--- config.mk ---
export PLATFORM = sky130hd
export DESIGN_NAME = prg_loader
export DESIGN_NICKNAME = d
export VERILOG_FILES = /design/src/loader_pkg.sv /design/src/basic_ptr_patch.sv /design/src/download_decode.sv /design/src/prg_loader.sv /design/src/region_gate.sv
export SDC_FILE = /design/constraint.sdc
export NUM_CORES = 1
export LEC_CHECK = 0
export BUFFER_PORTS_ARGS = -buffer_cell sky130_fd_sc_hd__buf_4
export CORE_ASPECT_RATIO = 1.75
export CORE_MARGIN = 2
export CORE_UTILIZATION = 59
export CTS_BUF_LIST = sky130_fd_sc_hd__clkbuf_8
export DETAILED_ROUTE_END_ITERATION = 10
export HOLD_SLACK_MARGIN = 0.06
export PLACE_DENSITY = 0.82
export SLEW_MARGIN = 25
export SYNTH_ARGS = -nofsm -noshare
export SYNTH_HDL_FRONTEND = slang
export SYNTH_SLANG_ARGS = --single-unit
--- constraint.sdc ---
create_clock -name clk_sys -period 2.3 [get_ports clk_sys]
set_input_delay 0.23 -clock clk_sys [delete_from_list [all_inputs] [get_ports clk_sys]]
set_output_delay 0.23 -clock clk_sys [all_outputs]
set_load 0.01 [all_outputs]
--- src/loader_pkg.sv ---
//////////////////////////////////////////////////
// Shared types and constants for the download loader
// Import with a wildcard in each module header that
// needs the record types, enums or memory map values
//////////////////////////////////////////////////

`default_nettype none

package loader_pkg;

	//////////////////////////////////////////////////
	// Basic widths

	typedef logic [15:0] mem_addr_t;
	typedef logic [7:0]  mem_byte_t;
	typedef logic [24:0] dl_pos_t;
	typedef logic [7:0]  dl_index_t;

	// One bit per 8 KB cartridge block: 0000, 2000, 4000, 6000, A000
	typedef logic [4:0]  cart_blk_t;

	//////////////////////////////////////////////////
	// Enums

	typedef enum logic [2:0] {
		KIND_NONE,
		KIND_ROM,
		KIND_PRG,
		KIND_CART_HDR,
		KIND_CART_RAW
	} file_kind_e;

	typedef enum logic [2:0] {
		OP_NONE,
		OP_SEED,
		OP_HDR_LO,
		OP_HDR_HI,
		OP_DATA,
		OP_ROM,
		OP_END
	} load_op_e;

	typedef enum logic [1:0] {
		PATCH_IDLE,
		PATCH_WRITE,
		PATCH_GAP
	} patch_state_e;

	//////////////////////////////////////////////////
	// Records between stages

	// Addr holds the remapped ROM address or the seed address
	typedef struct packed {
		file_kind_e kind;
		load_op_e   op;
		mem_byte_t  data;
		mem_addr_t  addr;
	} load_rec_t;

	typedef struct packed {
		logic      we;
		mem_addr_t addr;
		mem_byte_t data;
	} mem_wr_t;

	//////////////////////////////////////////////////
	// Download index codes and memory map

	localparam dl_index_t IDX_ROM      = 8'd0;
	localparam dl_index_t IDX_PRG      = 8'd1;
	localparam dl_index_t IDX_CART_HDR = 8'd2;
	localparam dl_index_t IDX_CART_RAW = 8'd3;

	localparam mem_addr_t ROM_OFFSET   = 16'h8000;

	// BASIC pointers, entry 0 first; even entries get the low byte
	localparam mem_addr_t [7:0] BASIC_PTR_ADDR = {
		16'h00AF, 16'h00AE, 16'h0032, 16'h0031,
		16'h0030, 16'h002F, 16'h002E, 16'h002D
	};

endpackage

`default_nettype wire

--- src/basic_ptr_patch.sv ---
//////////////////////////////////////////////////
// Stage 3 of the loader
// Registers data writes and, after a program load,
// writes the end address into the BASIC pointers
// with one idle cycle between pointer writes
//////////////////////////////////////////////////

`timescale 1ns/1ps
`default_nettype none

module basic_ptr_patch import loader_pkg::*; (
	input  logic      clk_sys,
	input  logic      reset,
	input  mem_wr_t   gate_wr_i,
	input  logic      prg_end_i,
	input  mem_addr_t end_addr_i,
	output mem_wr_t   mem_wr_o
);

	patch_state_e state;
	logic [2:0]   ptr_idx;
	mem_addr_t    end_lat;
	mem_addr_t    ptr_src;
	mem_wr_t      ptr_wr;

	// First pointer goes out straight from the input address
	assign ptr_src = (state == PATCH_IDLE) ? end_addr_i : end_lat;

	always_comb begin
		ptr_wr.we   = 1'b1;
		ptr_wr.addr = BASIC_PTR_ADDR[ptr_idx];
		ptr_wr.data = ptr_idx[0] ? ptr_src[15:8] : ptr_src[7:0];
	end

	//////////////////////////////////////////////////
	// Pointer sequencer

	// Ptr_idx wraps back to zero after the eighth write
	always_ff @(posedge clk_sys) begin
		mem_wr_o.we <= 1'b0;
		case (state)
			PATCH_IDLE: begin
				if (prg_end_i) begin
					end_lat  <= end_addr_i;
					mem_wr_o <= ptr_wr;
					ptr_idx  <= ptr_idx + 3'd1;
					state    <= PATCH_GAP;
				end else begin
					mem_wr_o <= gate_wr_i;
				end
			end
			PATCH_GAP: begin
				state <= PATCH_WRITE;
			end
			PATCH_WRITE: begin
				mem_wr_o <= ptr_wr;
				ptr_idx  <= ptr_idx + 3'd1;
				if (ptr_idx == 3'd7) begin
					state <= PATCH_IDLE;
				end else begin
					state <= PATCH_GAP;
				end
			end
			default: state <= PATCH_IDLE;
		endcase
		if (reset) begin
			state       <= PATCH_IDLE;
			ptr_idx     <= 3'd0;
			mem_wr_o.we <= 1'b0;
		end
	end

	// A new download must wait until the pointers are written
	a_no_wr_during_patch: assert property (@(posedge clk_sys) disable iff (reset)
		gate_wr_i.we |-> (state == PATCH_IDLE))
		else $error("data write arrived during BASIC pointer patch");

endmodule

`default_nettype wire

--- src/download_decode.sv ---
//////////////////////////////////////////////////
// Stage 1 of the loader
// Classifies the download by index, finds the start
// and end of the download level and tags each byte
// with a load operation for the region gate
//////////////////////////////////////////////////

`timescale 1ns/1ps
`default_nettype none

module download_decode import loader_pkg::*; (
	input  logic      clk_sys,
	input  logic      reset,
	input  logic      dl_active_i,
	input  dl_index_t dl_index_i,
	input  mem_byte_t dl_ext_i,
	input  logic      dl_wr_i,
	input  dl_pos_t   dl_pos_i,
	input  mem_byte_t dl_data_i,
	output load_rec_t dec_rec_o
);

	// ROM image window within the file
	localparam dl_pos_t ROM_WIN_LO = 25'h0004000;
	localparam dl_pos_t ROM_WIN_HI = 25'h0008000;

	logic       active_d;
	logic       start_edge;
	logic       end_edge;
	file_kind_e kind;
	logic       seed_ok;
	mem_addr_t  seed_addr;
	logic       in_rom_win;
	load_rec_t  rec_nxt;

	//////////////////////////////////////////////////
	// Kind and edges

	always_comb begin
		case (dl_index_i)
			IDX_ROM:      kind = KIND_ROM;
			IDX_PRG:      kind = KIND_PRG;
			IDX_CART_HDR: kind = KIND_CART_HDR;
			IDX_CART_RAW: kind = KIND_CART_RAW;
			default:      kind = KIND_NONE;
		endcase
	end

	assign start_edge = dl_active_i & ~active_d;
	assign end_edge   = ~dl_active_i & active_d;

	always_ff @(posedge clk_sys) begin
		if (reset) begin
			active_d <= 1'b0;
		end else begin
			active_d <= dl_active_i;
		end
	end

	// Start address from the last extension character
	always_comb begin
		seed_ok   = 1'b0;
		seed_addr = '0;
		if (dl_ext_i >= "2" && dl_ext_i <= "9") begin
			seed_ok   = 1'b1;
			seed_addr = {dl_ext_i[3:0], 12'h000};
		end else if (dl_ext_i == "A" || dl_ext_i == "B") begin
			seed_ok   = 1'b1;
			seed_addr = {dl_ext_i[3:0] + 4'd9, 12'h000};
		end
	end

	assign in_rom_win = (dl_pos_i >= ROM_WIN_LO) && (dl_pos_i < ROM_WIN_HI);

	//////////////////////////////////////////////////
	// Record build

	// End edge first, then the seed, then the data strobe
	always_comb begin
		rec_nxt.kind = kind;
		rec_nxt.op   = OP_NONE;
		rec_nxt.data = dl_data_i;
		rec_nxt.addr = dl_pos_i[15:0] + ROM_OFFSET;
		if (end_edge && kind == KIND_PRG) begin
			rec_nxt.op = OP_END;
		end else if (start_edge && kind == KIND_CART_RAW && seed_ok) begin
			rec_nxt.op   = OP_SEED;
			rec_nxt.addr = seed_addr;
		end else if (dl_wr_i) begin
			case (kind)
				KIND_ROM: begin
					if (in_rom_win) begin
						rec_nxt.op = OP_ROM;
					end
				end
				KIND_PRG, KIND_CART_HDR: begin
					if (dl_pos_i == 25'd0) begin
						rec_nxt.op = OP_HDR_LO;
					end else if (dl_pos_i == 25'd1) begin
						rec_nxt.op = OP_HDR_HI;
					end else begin
						rec_nxt.op = OP_DATA;
					end
				end
				KIND_CART_RAW: rec_nxt.op = OP_DATA;
				default:       rec_nxt.op = OP_NONE;
			endcase
		end
	end

	always_ff @(posedge clk_sys) begin
		dec_rec_o <= rec_nxt;
		if (reset) begin
			dec_rec_o.op <= OP_NONE;
		end
	end

	// Host only strobes bytes inside a download
	a_wr_in_download: assert property (@(posedge clk_sys) disable iff (reset)
		dl_wr_i |-> dl_active_i)
		else $error("download strobe outside of an active download");

endmodule

`default_nettype wire

--- src/prg_loader.sv ---
//////////////////////////////////////////////////
// Download loader top level
// Turns a host download stream into memory writes:
// decode, region gate, then BASIC pointer patch
//////////////////////////////////////////////////

`timescale 1ns/1ps
`default_nettype none

module prg_loader import loader_pkg::*; #(
	parameter mem_addr_t PRG_TOP  = 16'hA000,
	parameter mem_addr_t CART_TOP = 16'hC000
) (
	input  logic      clk_sys,
	input  logic      reset,
	input  logic      dl_active_i,
	input  dl_index_t dl_index_i,
	input  mem_byte_t dl_ext_i,
	input  logic      dl_wr_i,
	input  dl_pos_t   dl_pos_i,
	input  mem_byte_t dl_data_i,
	output mem_wr_t   mem_wr_o,
	output cart_blk_t cart_blk_o
);

	load_rec_t dec_rec;
	mem_wr_t   gate_wr;
	logic      prg_end;
	mem_addr_t end_addr;

	download_decode u_decode (
		.clk_sys     (clk_sys),
		.reset       (reset),
		.dl_active_i (dl_active_i),
		.dl_index_i  (dl_index_i),
		.dl_ext_i    (dl_ext_i),
		.dl_wr_i     (dl_wr_i),
		.dl_pos_i    (dl_pos_i),
		.dl_data_i   (dl_data_i),
		.dec_rec_o   (dec_rec)
	);

	region_gate #(
		.PRG_TOP  (PRG_TOP),
		.CART_TOP (CART_TOP)
	) u_gate (
		.clk_sys    (clk_sys),
		.reset      (reset),
		.dec_rec_i  (dec_rec),
		.gate_wr_o  (gate_wr),
		.prg_end_o  (prg_end),
		.end_addr_o (end_addr),
		.cart_blk_o (cart_blk_o)
	);

	basic_ptr_patch u_patch (
		.clk_sys    (clk_sys),
		.reset      (reset),
		.gate_wr_i  (gate_wr),
		.prg_end_i  (prg_end),
		.end_addr_i (end_addr),
		.mem_wr_o   (mem_wr_o)
	);

endmodule

`default_nettype wire

--- src/region_gate.sv ---
//////////////////////////////////////////////////
// Stage 2 of the loader
// Keeps the running load address, applies the
// program and cartridge limits, passes ROM writes
// and records which cartridge blocks were written
//////////////////////////////////////////////////

`timescale 1ns/1ps
`default_nettype none

module region_gate import loader_pkg::*; #(
	parameter mem_addr_t PRG_TOP  = 16'hA000,
	parameter mem_addr_t CART_TOP = 16'hC000
) (
	input  logic      clk_sys,
	input  logic      reset,
	input  load_rec_t dec_rec_i,
	output mem_wr_t   gate_wr_o,
	output logic      prg_end_o,
	output mem_addr_t end_addr_o,
	output cart_blk_t cart_blk_o
);

	mem_addr_t load_addr;
	mem_addr_t limit;
	logic      is_cart;
	logic      data_ok;

	// Block bit for an address, none for 8000-9FFF and above BFFF
	function automatic cart_blk_t blk_of(input mem_addr_t a);
		cart_blk_t b;
		b = '0;
		case (a[15:13])
			3'd0:    b[0] = 1'b1;
			3'd1:    b[1] = 1'b1;
			3'd2:    b[2] = 1'b1;
			3'd3:    b[3] = 1'b1;
			3'd5:    b[4] = 1'b1;
			default: b = '0;
		endcase
		return b;
	endfunction

	assign is_cart = (dec_rec_i.kind == KIND_CART_HDR) || (dec_rec_i.kind == KIND_CART_RAW);
	assign limit   = (dec_rec_i.kind == KIND_PRG) ? PRG_TOP : CART_TOP;
	assign data_ok = (dec_rec_i.op == OP_DATA) && (load_addr < limit);

	//////////////////////////////////////////////////
	// Load address

	always_ff @(posedge clk_sys) begin
		case (dec_rec_i.op)
			OP_SEED:   load_addr <= dec_rec_i.addr;
			OP_HDR_LO: load_addr[7:0] <= dec_rec_i.data;
			OP_HDR_HI: load_addr[15:8] <= dec_rec_i.data;
			OP_DATA: begin
				// Stops at the limit, so the end pointer saturates there
				if (data_ok) begin
					load_addr <= load_addr + 16'd1;
				end
			end
			default: ;
		endcase
	end

	//////////////////////////////////////////////////
	// Write out, end pulse and block mask

	always_ff @(posedge clk_sys) begin
		gate_wr_o.we <= 1'b0;
		prg_end_o    <= 1'b0;
		case (dec_rec_i.op)
			OP_DATA: begin
				gate_wr_o.addr <= load_addr;
				gate_wr_o.data <= dec_rec_i.data;
				if (data_ok) begin
					gate_wr_o.we <= 1'b1;
					if (is_cart) begin
						cart_blk_o <= cart_blk_o | blk_of(load_addr);
					end
				end
			end
			OP_ROM: begin
				gate_wr_o.we   <= 1'b1;
				gate_wr_o.addr <= dec_rec_i.addr;
				gate_wr_o.data <= dec_rec_i.data;
			end
			OP_END: begin
				prg_end_o  <= 1'b1;
				end_addr_o <= load_addr;
			end
			default: ;
		endcase
		if (reset) begin
			gate_wr_o.we <= 1'b0;
			prg_end_o    <= 1'b0;
			cart_blk_o   <= '0;
		end
	end

	// Block bits only ever get set until the next reset
	a_blk_sticky: assert property (@(posedge clk_sys) disable iff (reset)
		!$past(reset) |-> ((~cart_blk_o & $past(cart_blk_o)) == '0))
		else $error("cartridge block bit cleared outside reset");

endmodule

`default_nettype wire

==> metrics.md, run 1 <==
| Metric | Value |
|---|---|
| Core area | 9849 µm² |
| Final Cell Area | 7505 µm² |
| Hold Path Class | in2reg |
| Total congestion overflow | 0 |
| Main combinational cell family by area after synthesis | simple AND/OR/NAND/NOR gates |
| Crit Path Max Fanout | 4 |
| Post-synth top flop | edfxtp_1 |
| Starting Density | 60.51% |
| Synth Cell Area | 5959 µm² |
| Ys async rst share | 0% |
| Fin Setup TNS | 0 ns |
| Crit Path Category | reg2reg |
| Num Clock Sinks | 145 |
| Mux contribution to synthesized area | 6.550% |
| Hold Crit Start | dl_index_i[6] |
| Reg2reg start | u_gate.load_addr[13]$_DFFE_PP_ |
| Register area share after synthesis | 64.83% |
| Power Total | 4993 µW |
| IO Port Bufs | 82 |
| Leak Pwr | 0.002983 µW |
| Routed vias | 4118 |
| Num ports | 83 |
| Clock-pin slew on the worst setup and hold paths | 0.07 ns |
| Diode count | 0 |
| Detailed Route Iter0 Violations | 269 |
| Via density | 5.759 |
| Crit-path max cell delay | 0.53 ns |
| DR pass1 iterations | 5 |
| Final Net Count | 641 |
| Initial antenna violation count | 0 |
| Site Rows | 48 |
| Vias in the first global route | 4297 |
| Root Buffer | clkbuf_8 |
| Drt drc | 0 |
| Htree depth | 4 |
| Post_cts resized | 0 |
| Crit path time final | 1.978 ns |
| Post-synthesis compound-gate area fraction | 8.398% |
| Routed WL per cell | 19.10 µm |
| Adder-cell share of the synthesized area | 2.309% |
| Most frequent cell after synthesis | edfxtp_1 |
| DP Wirelength | 10050 µm |
| Clk_skew | 0.006701 ns |
| Clk_lat worst skew | 0.43 ns |
| Endpoint class of the critical path | register |
| Startpoint Class | register |
| TritonCTS buffer count | 17 |
| CP Data Arrival Time | 2.13 ns |
| Number of synthesized register bits | 145 |
| Fin. max-slew vios | 0 |
| Slowest-stage cell, CP | or4b_1 |
| Post-route antenna net violation count | 0 |
| Relative slew slack | 34.86% |
| Area leader, netlist | edfxtp_1 |
| Top post-synthesis cells by count | edfxtp_1 (96), dfxtp_1 (49), nor2_1 (48) |
| CP Cell Sequence | or4b_1 > a21oi_1 > o21ai_1 > o21ai_0 > buf_4 |
| Crit path from | u_gate.load_addr[13]$_DFFE_PP_ |
| Post-CTS Setup Bufs | 0 |
| Post-Synth Simple-Gate Area | 12.98% |
| MaxCap Viol Count | 0 |
| All-Layer GR Usage | 26.75% |
| F_max | 0.5056 GHz |
| Req. time, crit path | 2.45 ns |
| Xor and xnor area share after synthesis | 2.792% |
| Fillers | 619 |
| Cell variety after synth | 48 |
| Routability Congestion | 0.9023 |
| Fin. Hold Viols | 0 |
| End-of-flow core utilization | 76.19% |
| Placed Area | 6799 µm² |
| PwrDens | 665.3 nW/µm² |
| TritonCTS clock tree | yes |
| Die width | 79.97 µm |
| Post-synth EDFFs | 96 |
| Global-route wire length before repair | 21120 µm |
| Avg Synthesized Cell Area | 13.39 µm² |
| Syn Nets | 509 |
| Layout cell share with drive strength beyond 1 | 24.75% |
| Syn Inst Count | 445 |
| Fin crit share | 86.00% |
| Actual slew at the worst max-slew pin | 0.9760 ns |
| VDD IR max | 567.7 µV |
| RSZ-0062 raised after global routing | false |
| CTS Buffer Depth | 2 |
| Outcome | completed |
| Area growth syn-to-layout | 25.93% |
| Die area | 10950 µm² |
| YS warnings | 0 |
| Largest net degree at the start of global routing | 34 |
| Post-synth top area share | 48.37% |
| Total Wirelength | 13660 µm |
| Ranking of synthesized cells by area | edfxtp_1 (48%), dfxtp_1 (16%), mux2i_1 (3.5%) |
| # setup viols final | 0 |
| Die height | 137.0 µm |
-- per-stage QoR --
| stage | std cells | setup slack (ns) | hold WS (ns) |
|---|---|---|---|
| CTS | 715 | 0.3308 | 0.07599 |
| global route | 715 | 0.2343 | 0.08467 |
| finish | 715 | 0.3221 | 0.1045 |
| floorplan | 445 | 0.3367 | 0.2577 |
| global placement | 653 | 0.2650 | 0.3344 |
| detailed placement | 653 | 0.2150 | 0.3356 |
-- worst max-delay path: cells and delay by family, from the launching register on --
kind,cells,cell delay [ns]
buf+inv,1,0.22
simple gates,1,0.53
flops,1,0.41
compound gates,3,0.53
-- state kept, by name, indices dropped and copies added (netlist names) --
register / count
u_decode.active_d: 1
u_decode.dec_rec_o: 30
u_gate.cart_blk_o: 5
u_gate.end_addr_o: 16
u_gate.gate_wr_o: 25
u_gate.load_addr: 16
u_gate.prg_end_o: 1
u_patch.end_lat: 16
u_patch.mem_wr_o: 25
u_patch.ptr_idx: 3
u_patch.ptr_wr: 5
u_patch.state: 2
-- final timing paths --
check	depth (start not counted)	endpoint	slack, ns
setup / recovery	5	u_gate.load_addr[10]$_DFFE_PP_	0.32
hold / removal	4	u_decode.dec_rec_o[28]$_DFF_P_	0.10
setup reg to reg	5	u_gate.load_addr[10]$_DFFE_PP_	0.32
hold reg to reg	0	u_patch.end_lat[12]$_DFFE_PP_	0.45
-- cell usage in the layout (no fill, tap or decap), types with 4 or more instances in the layout --
cell type	count
nor3_1	6
a21oi_1	12
dlygate4sd3_1	30
mux4_2	8
xnor2_1	9
nand4_1	6
ha_1	11
nand3_1	8
nand2_1	9
a22oi_1	15
inv_1	14
and2_1	19
clkbuf_8	19
and4_1	5
mux2i_1	21
xor2_1	10
nor2b_1	14
nor2_1	48
dfxtp_1	49
buf_4	101
o21ai_0	15
a22o_1	14
clkinv_2	4
nor4_1	8
edfxtp_1	96
-- report_power, final --
group	switching [µW]	total [µW]	leakage (µW)	internal, µW
clock network	890	2000	0.000220	1110
registers	23.4	2790	0.00141	2770
logic	73.0	194	0.00135	121
-- final cells by class --
cell class | count | area (µm²) | share of cell area (%)
clock inverter | 13 | 143.9 | 1.917
sequential | 145 | 3864 | 51.48
tap | 125 | 156.4 | 2.084
clock buffer | 19 | 261.5 | 3.484
multi-input combinational | 271 | 1979 | 26.38
inverter | 11 | 41.29 | 0.5502
timing repair buffer | 131 | 1059 | 14.10
-- per-layer routing --
layer  track usage, %  wire [µm]  up-vias  part of all wire (%)
met3            6.266        576       51                   4.2
met1            24.26       4442     1975                    33
met5                0          0        -                     0
met2            50.09       7795      171                    57
li1                 -          -     1921                     -
met4            18.74        844        0                   6.2
-- cells by family after synthesis --
group / count (synthesis)
buffers and inverters: 29
adders and majority gates: 11
xor gates and xnor gates: 19
DFF: 145
muxes: 29
AOI/OAI and AO/OA: 71
and+or+nand+nor: 141
-- timing repair --
item,CTS,global route
endpoints found under the hold margin,28,0
endpoints found under the setup margin,0,0
hold buffers,30,0
Power figures use the tool's default switching activity.
==> run 2, diff against run 1 <==
--- a/config.mk
+++ b/config.mk
@@ -12,7 +12,7 @@
 export CTS_BUF_LIST = sky130_fd_sc_hd__clkbuf_8
 export DETAILED_ROUTE_END_ITERATION = 10
 export HOLD_SLACK_MARGIN = 0.06
-export PLACE_DENSITY = 0.82
+export PLACE_DENSITY = 0.91
 export SLEW_MARGIN = 25
 export SYNTH_ARGS = -nofsm -noshare
 export SYNTH_HDL_FRONTEND = slang
==> run 2 against run 1 <==
Effect of this change:
- core utilization increased by 0.064 points
- count of clock-buffer cells in the layout decreased by 2
- via count increased by 1.8%
- worst hold slack got worse by 0.0049 ns
- combinational power about the same
- first-iteration DRC count increased by 23%
- clock skew increased by 0.0021 ns
- flip-flop and latch count unchanged
- critical endpoint is now u_decode.dec_rec_o[28]$_DFF_P_
==> metrics.md, run 2 (synthesis gave the netlist of run 1 again) <==
| Metric | Value |
|---|---|
| Outcome | completed |
| Root Buffer | clkbuf_8 |
| Htree depth | 4 (unchanged) |
| Die width | 79.97 µm (unchanged) |
| RSZ-0062 raised after global routing | false |
| Site Rows | 48 (unchanged) |
| TritonCTS buffer count | 17 (unchanged) |
| MaxCap Viol Count | 0 (unchanged) |
| Max FFs per register | 30 (unchanged) |
| # setup viols final | 0 (unchanged) |
| Layout cell share with drive strength beyond 1 | 24.49% (-0.26 points) |
| Post-CTS Setup Bufs | 0 (unchanged) |
| Fin Setup TNS | 0 ns (unchanged) |
| Leak Pwr | 0.002955 µW (-0.93%) |
| Fin. max-slew vios | 0 (unchanged) |
| Via density | 5.882 (+2.1%) |
| Crit Path Max Fanout | 3 (-1) |
| Worst R2R Path Depth | 5 (unchanged) |
| Post-route antenna net violation count | 0 (unchanged) |
| Num Clock Sinks | 145 (unchanged) |
| Power Total | 5085 µW (+1.9%) |
| Placed insts | 651 (-0.31%) |
| Drt drc | 0 (unchanged) |
| Final Cell Area | 7511 µm² (about the same) |
| Core area | 9849 µm² (unchanged) |
| CP Cell Sequence | dlygate4sd3_1 > buf_4 > nor2_1 > dlygate4sd3_1 > nand2_1 > dlygate4sd3_1 > nor2_1 |
| Die height | 137.0 µm (unchanged) |
| Fin. Hold Viols | 0 (unchanged) |
| Total congestion overflow | 0 (unchanged) |
| TritonCTS clock tree | yes |
| Routed vias | 4194 (+1.8%) |
| All-Layer GR Usage | 27.30% (+0.54 points) |
| Clk_lat worst skew | 0.44 ns (about the same) |
| Startpoint Class | input pin |
| Initial antenna violation count | 0 (unchanged) |
| Vias in the first global route | 4432 (+3.1%) |
| Num ports | 83 (unchanged) |
| Most frequent cells in the layout | buf_4 (99), edfxtp_1 (96), dfxtp_1 (49) |
| F_max | 0.5016 GHz (-0.79%) |
| Largest net degree at the start of global routing | 34 (unchanged) |
| Register name with the most flops | u_decode.dec_rec_o |
| Crit path top cell by count | dlygate4sd3_1 |
| Clk_skew | 0.008819 ns (+0.002117 ns) |
| Commonest non-fill, non-tap cell in the layout | buf_4 |
| Final Net Count | 639 (-0.31%) |
| Slowest-stage cell, CP | dlygate4sd3_1 |
| Global-route wire length before repair | 21640 µm (+2.5%) |
| Largest registers | u_decode.dec_rec_o: 30 flops, u_gate.gate_wr_o: 25 flops, u_patch.mem_wr_o: 25 flops |
| Actual slew at the worst max-slew pin | 0.9265 ns (-0.04958 ns) |
| Starting Density | 60.51% (unchanged) |
| Req. time, crit path | 2.69 ns (+0.24 ns) |
| Hold Path Stages | 3 (-1) |
| Final Non-Filler Cells | 713 (-0.28%) |
| Relative slew slack | 38.17% (+3.3 points) |
| Crit path time final | 1.994 ns (+0.01571 ns) |
| CTS Buffer Depth | 2 (unchanged) |
| Post_cts resized | 0 (unchanged) |
| Crit-path max cell delay | 0.59 ns (+0.06 ns) |
| Endpoint class of the critical path | register |
| Total Wirelength | 13770 µm (+0.84%) |
| CP Data Arrival Time | 2.38 ns (+0.25 ns) |
| Diode count | 0 (unchanged) |
| Placed Area | 6784 µm² (-0.22%) |
| End-of-flow core utilization | 76.26% (about the same) |
| Fin crit share | 86.68% (+0.68 points) |
| Area growth syn-to-layout | 26.03% (about the same) |
| PwrDens | 677.1 nW/µm² (+1.8%) |
| DR pass1 iterations | 5 (unchanged) |
| Routed WL per cell | 19.32 µm (+1.1%) |
| Detailed Route Iter0 Violations | 330 (+23%) |
| Clock-pin slew on the worst setup and hold paths | 0.08 ns (about the same) |
| Routability Congestion | 0.9288 (+2.9%) |
| Die area | 10950 µm² (unchanged) |
| IO Port Bufs | 82 (unchanged) |
| Hold Path Class | in2reg |
| Crit Path Category | in2reg |
| DP Wirelength | 10040 µm (-0.16%) |
| VDD IR max | 508.7 µV (-10%) |
[run 2: cell count changes in the layout (fill, tap and decap cells not counted), sizes merged]
cell      before  now
bufinv         3    4
clkbuf        19   17
inv           16   13
clkinvlp       1    4
clkinv         4    5
buf          101   99
[run 2: what timing repair did]
item	CTS	global route
endpoints found under the hold margin	27	0
hold buffers	30	0
setup endpoints to repair	0	0
[run 2: layer usage]
| layer | vias to the layer above | GRT usage, % | routed length, µm |
|---|---|---|---|
| met5 | - | 0 | 0 |
| met4 | 0 | 19.21 | 940 |
| met3 | 70 | 7.190 | 672 |
| met2 | 189 | 50.69 | 7765 |
| met1 | 2008 | 24.57 | 4394 |
| li1 | 1927 | - | - |
[run 2: area by class of cell]
| class | instances | area (µm²) |
|---|---|---|
| Sequential cell | 145 | 3864 |
| Clock buffer | 17 | 234.0 |
| Tap cell | 125 | 156.4 |
| Multi-Input combinational cell | 271 | 1979 |
| Inverter | 11 | 41.29 |
| Timing Repair Buffer | 129 | 1044 |
| Clock inverter | 15 | 192.7 |
| Fill cell | 598 | 2338 |
[run 2: where the power goes]
| part | internal, µW | switching, µW |
|---|---|---|
| sequential | 2770 | 24.0 |
| combinational | 120 | 75.5 |
| clock | 1170 | 923 |
| total | 4060 | 1020 |
[run 2: through the flow]
step	setup slack, ns	hold WS, ns
4_1_cts	0.3579	0.07585
3_3_place_gp	0.2780	0.3349
6_report	0.3064	0.09959
5_1_grt	0.2198	0.08322
3_5_place_dp	0.2149	0.3359
2_1_floorplan	0.3367	0.2577
[run 2: final timing paths]
kind	from	to	slack, ns
setup / recovery	dl_index_i[2]	u_decode.dec_rec_o[28]$_DFF_P_	0.31
hold / removal	dl_wr_i	u_decode.dec_rec_o[25]$_SDFF_PP0_	0.1
setup reg to reg	u_gate.load_addr[13]$_DFFE_PP_	u_gate.load_addr[11]$_DFFE_PP_	0.34
hold reg to reg	u_gate.end_addr_o[9]$_DFFE_PP_	u_patch.end_lat[9]$_DFFE_PP_	0.44
[run 2: worst max-delay path, delay by kind of cell]
kind | cells | cell delay, ns
simple gates | 3 | 0.32
buf+inv | 4 | 1.84
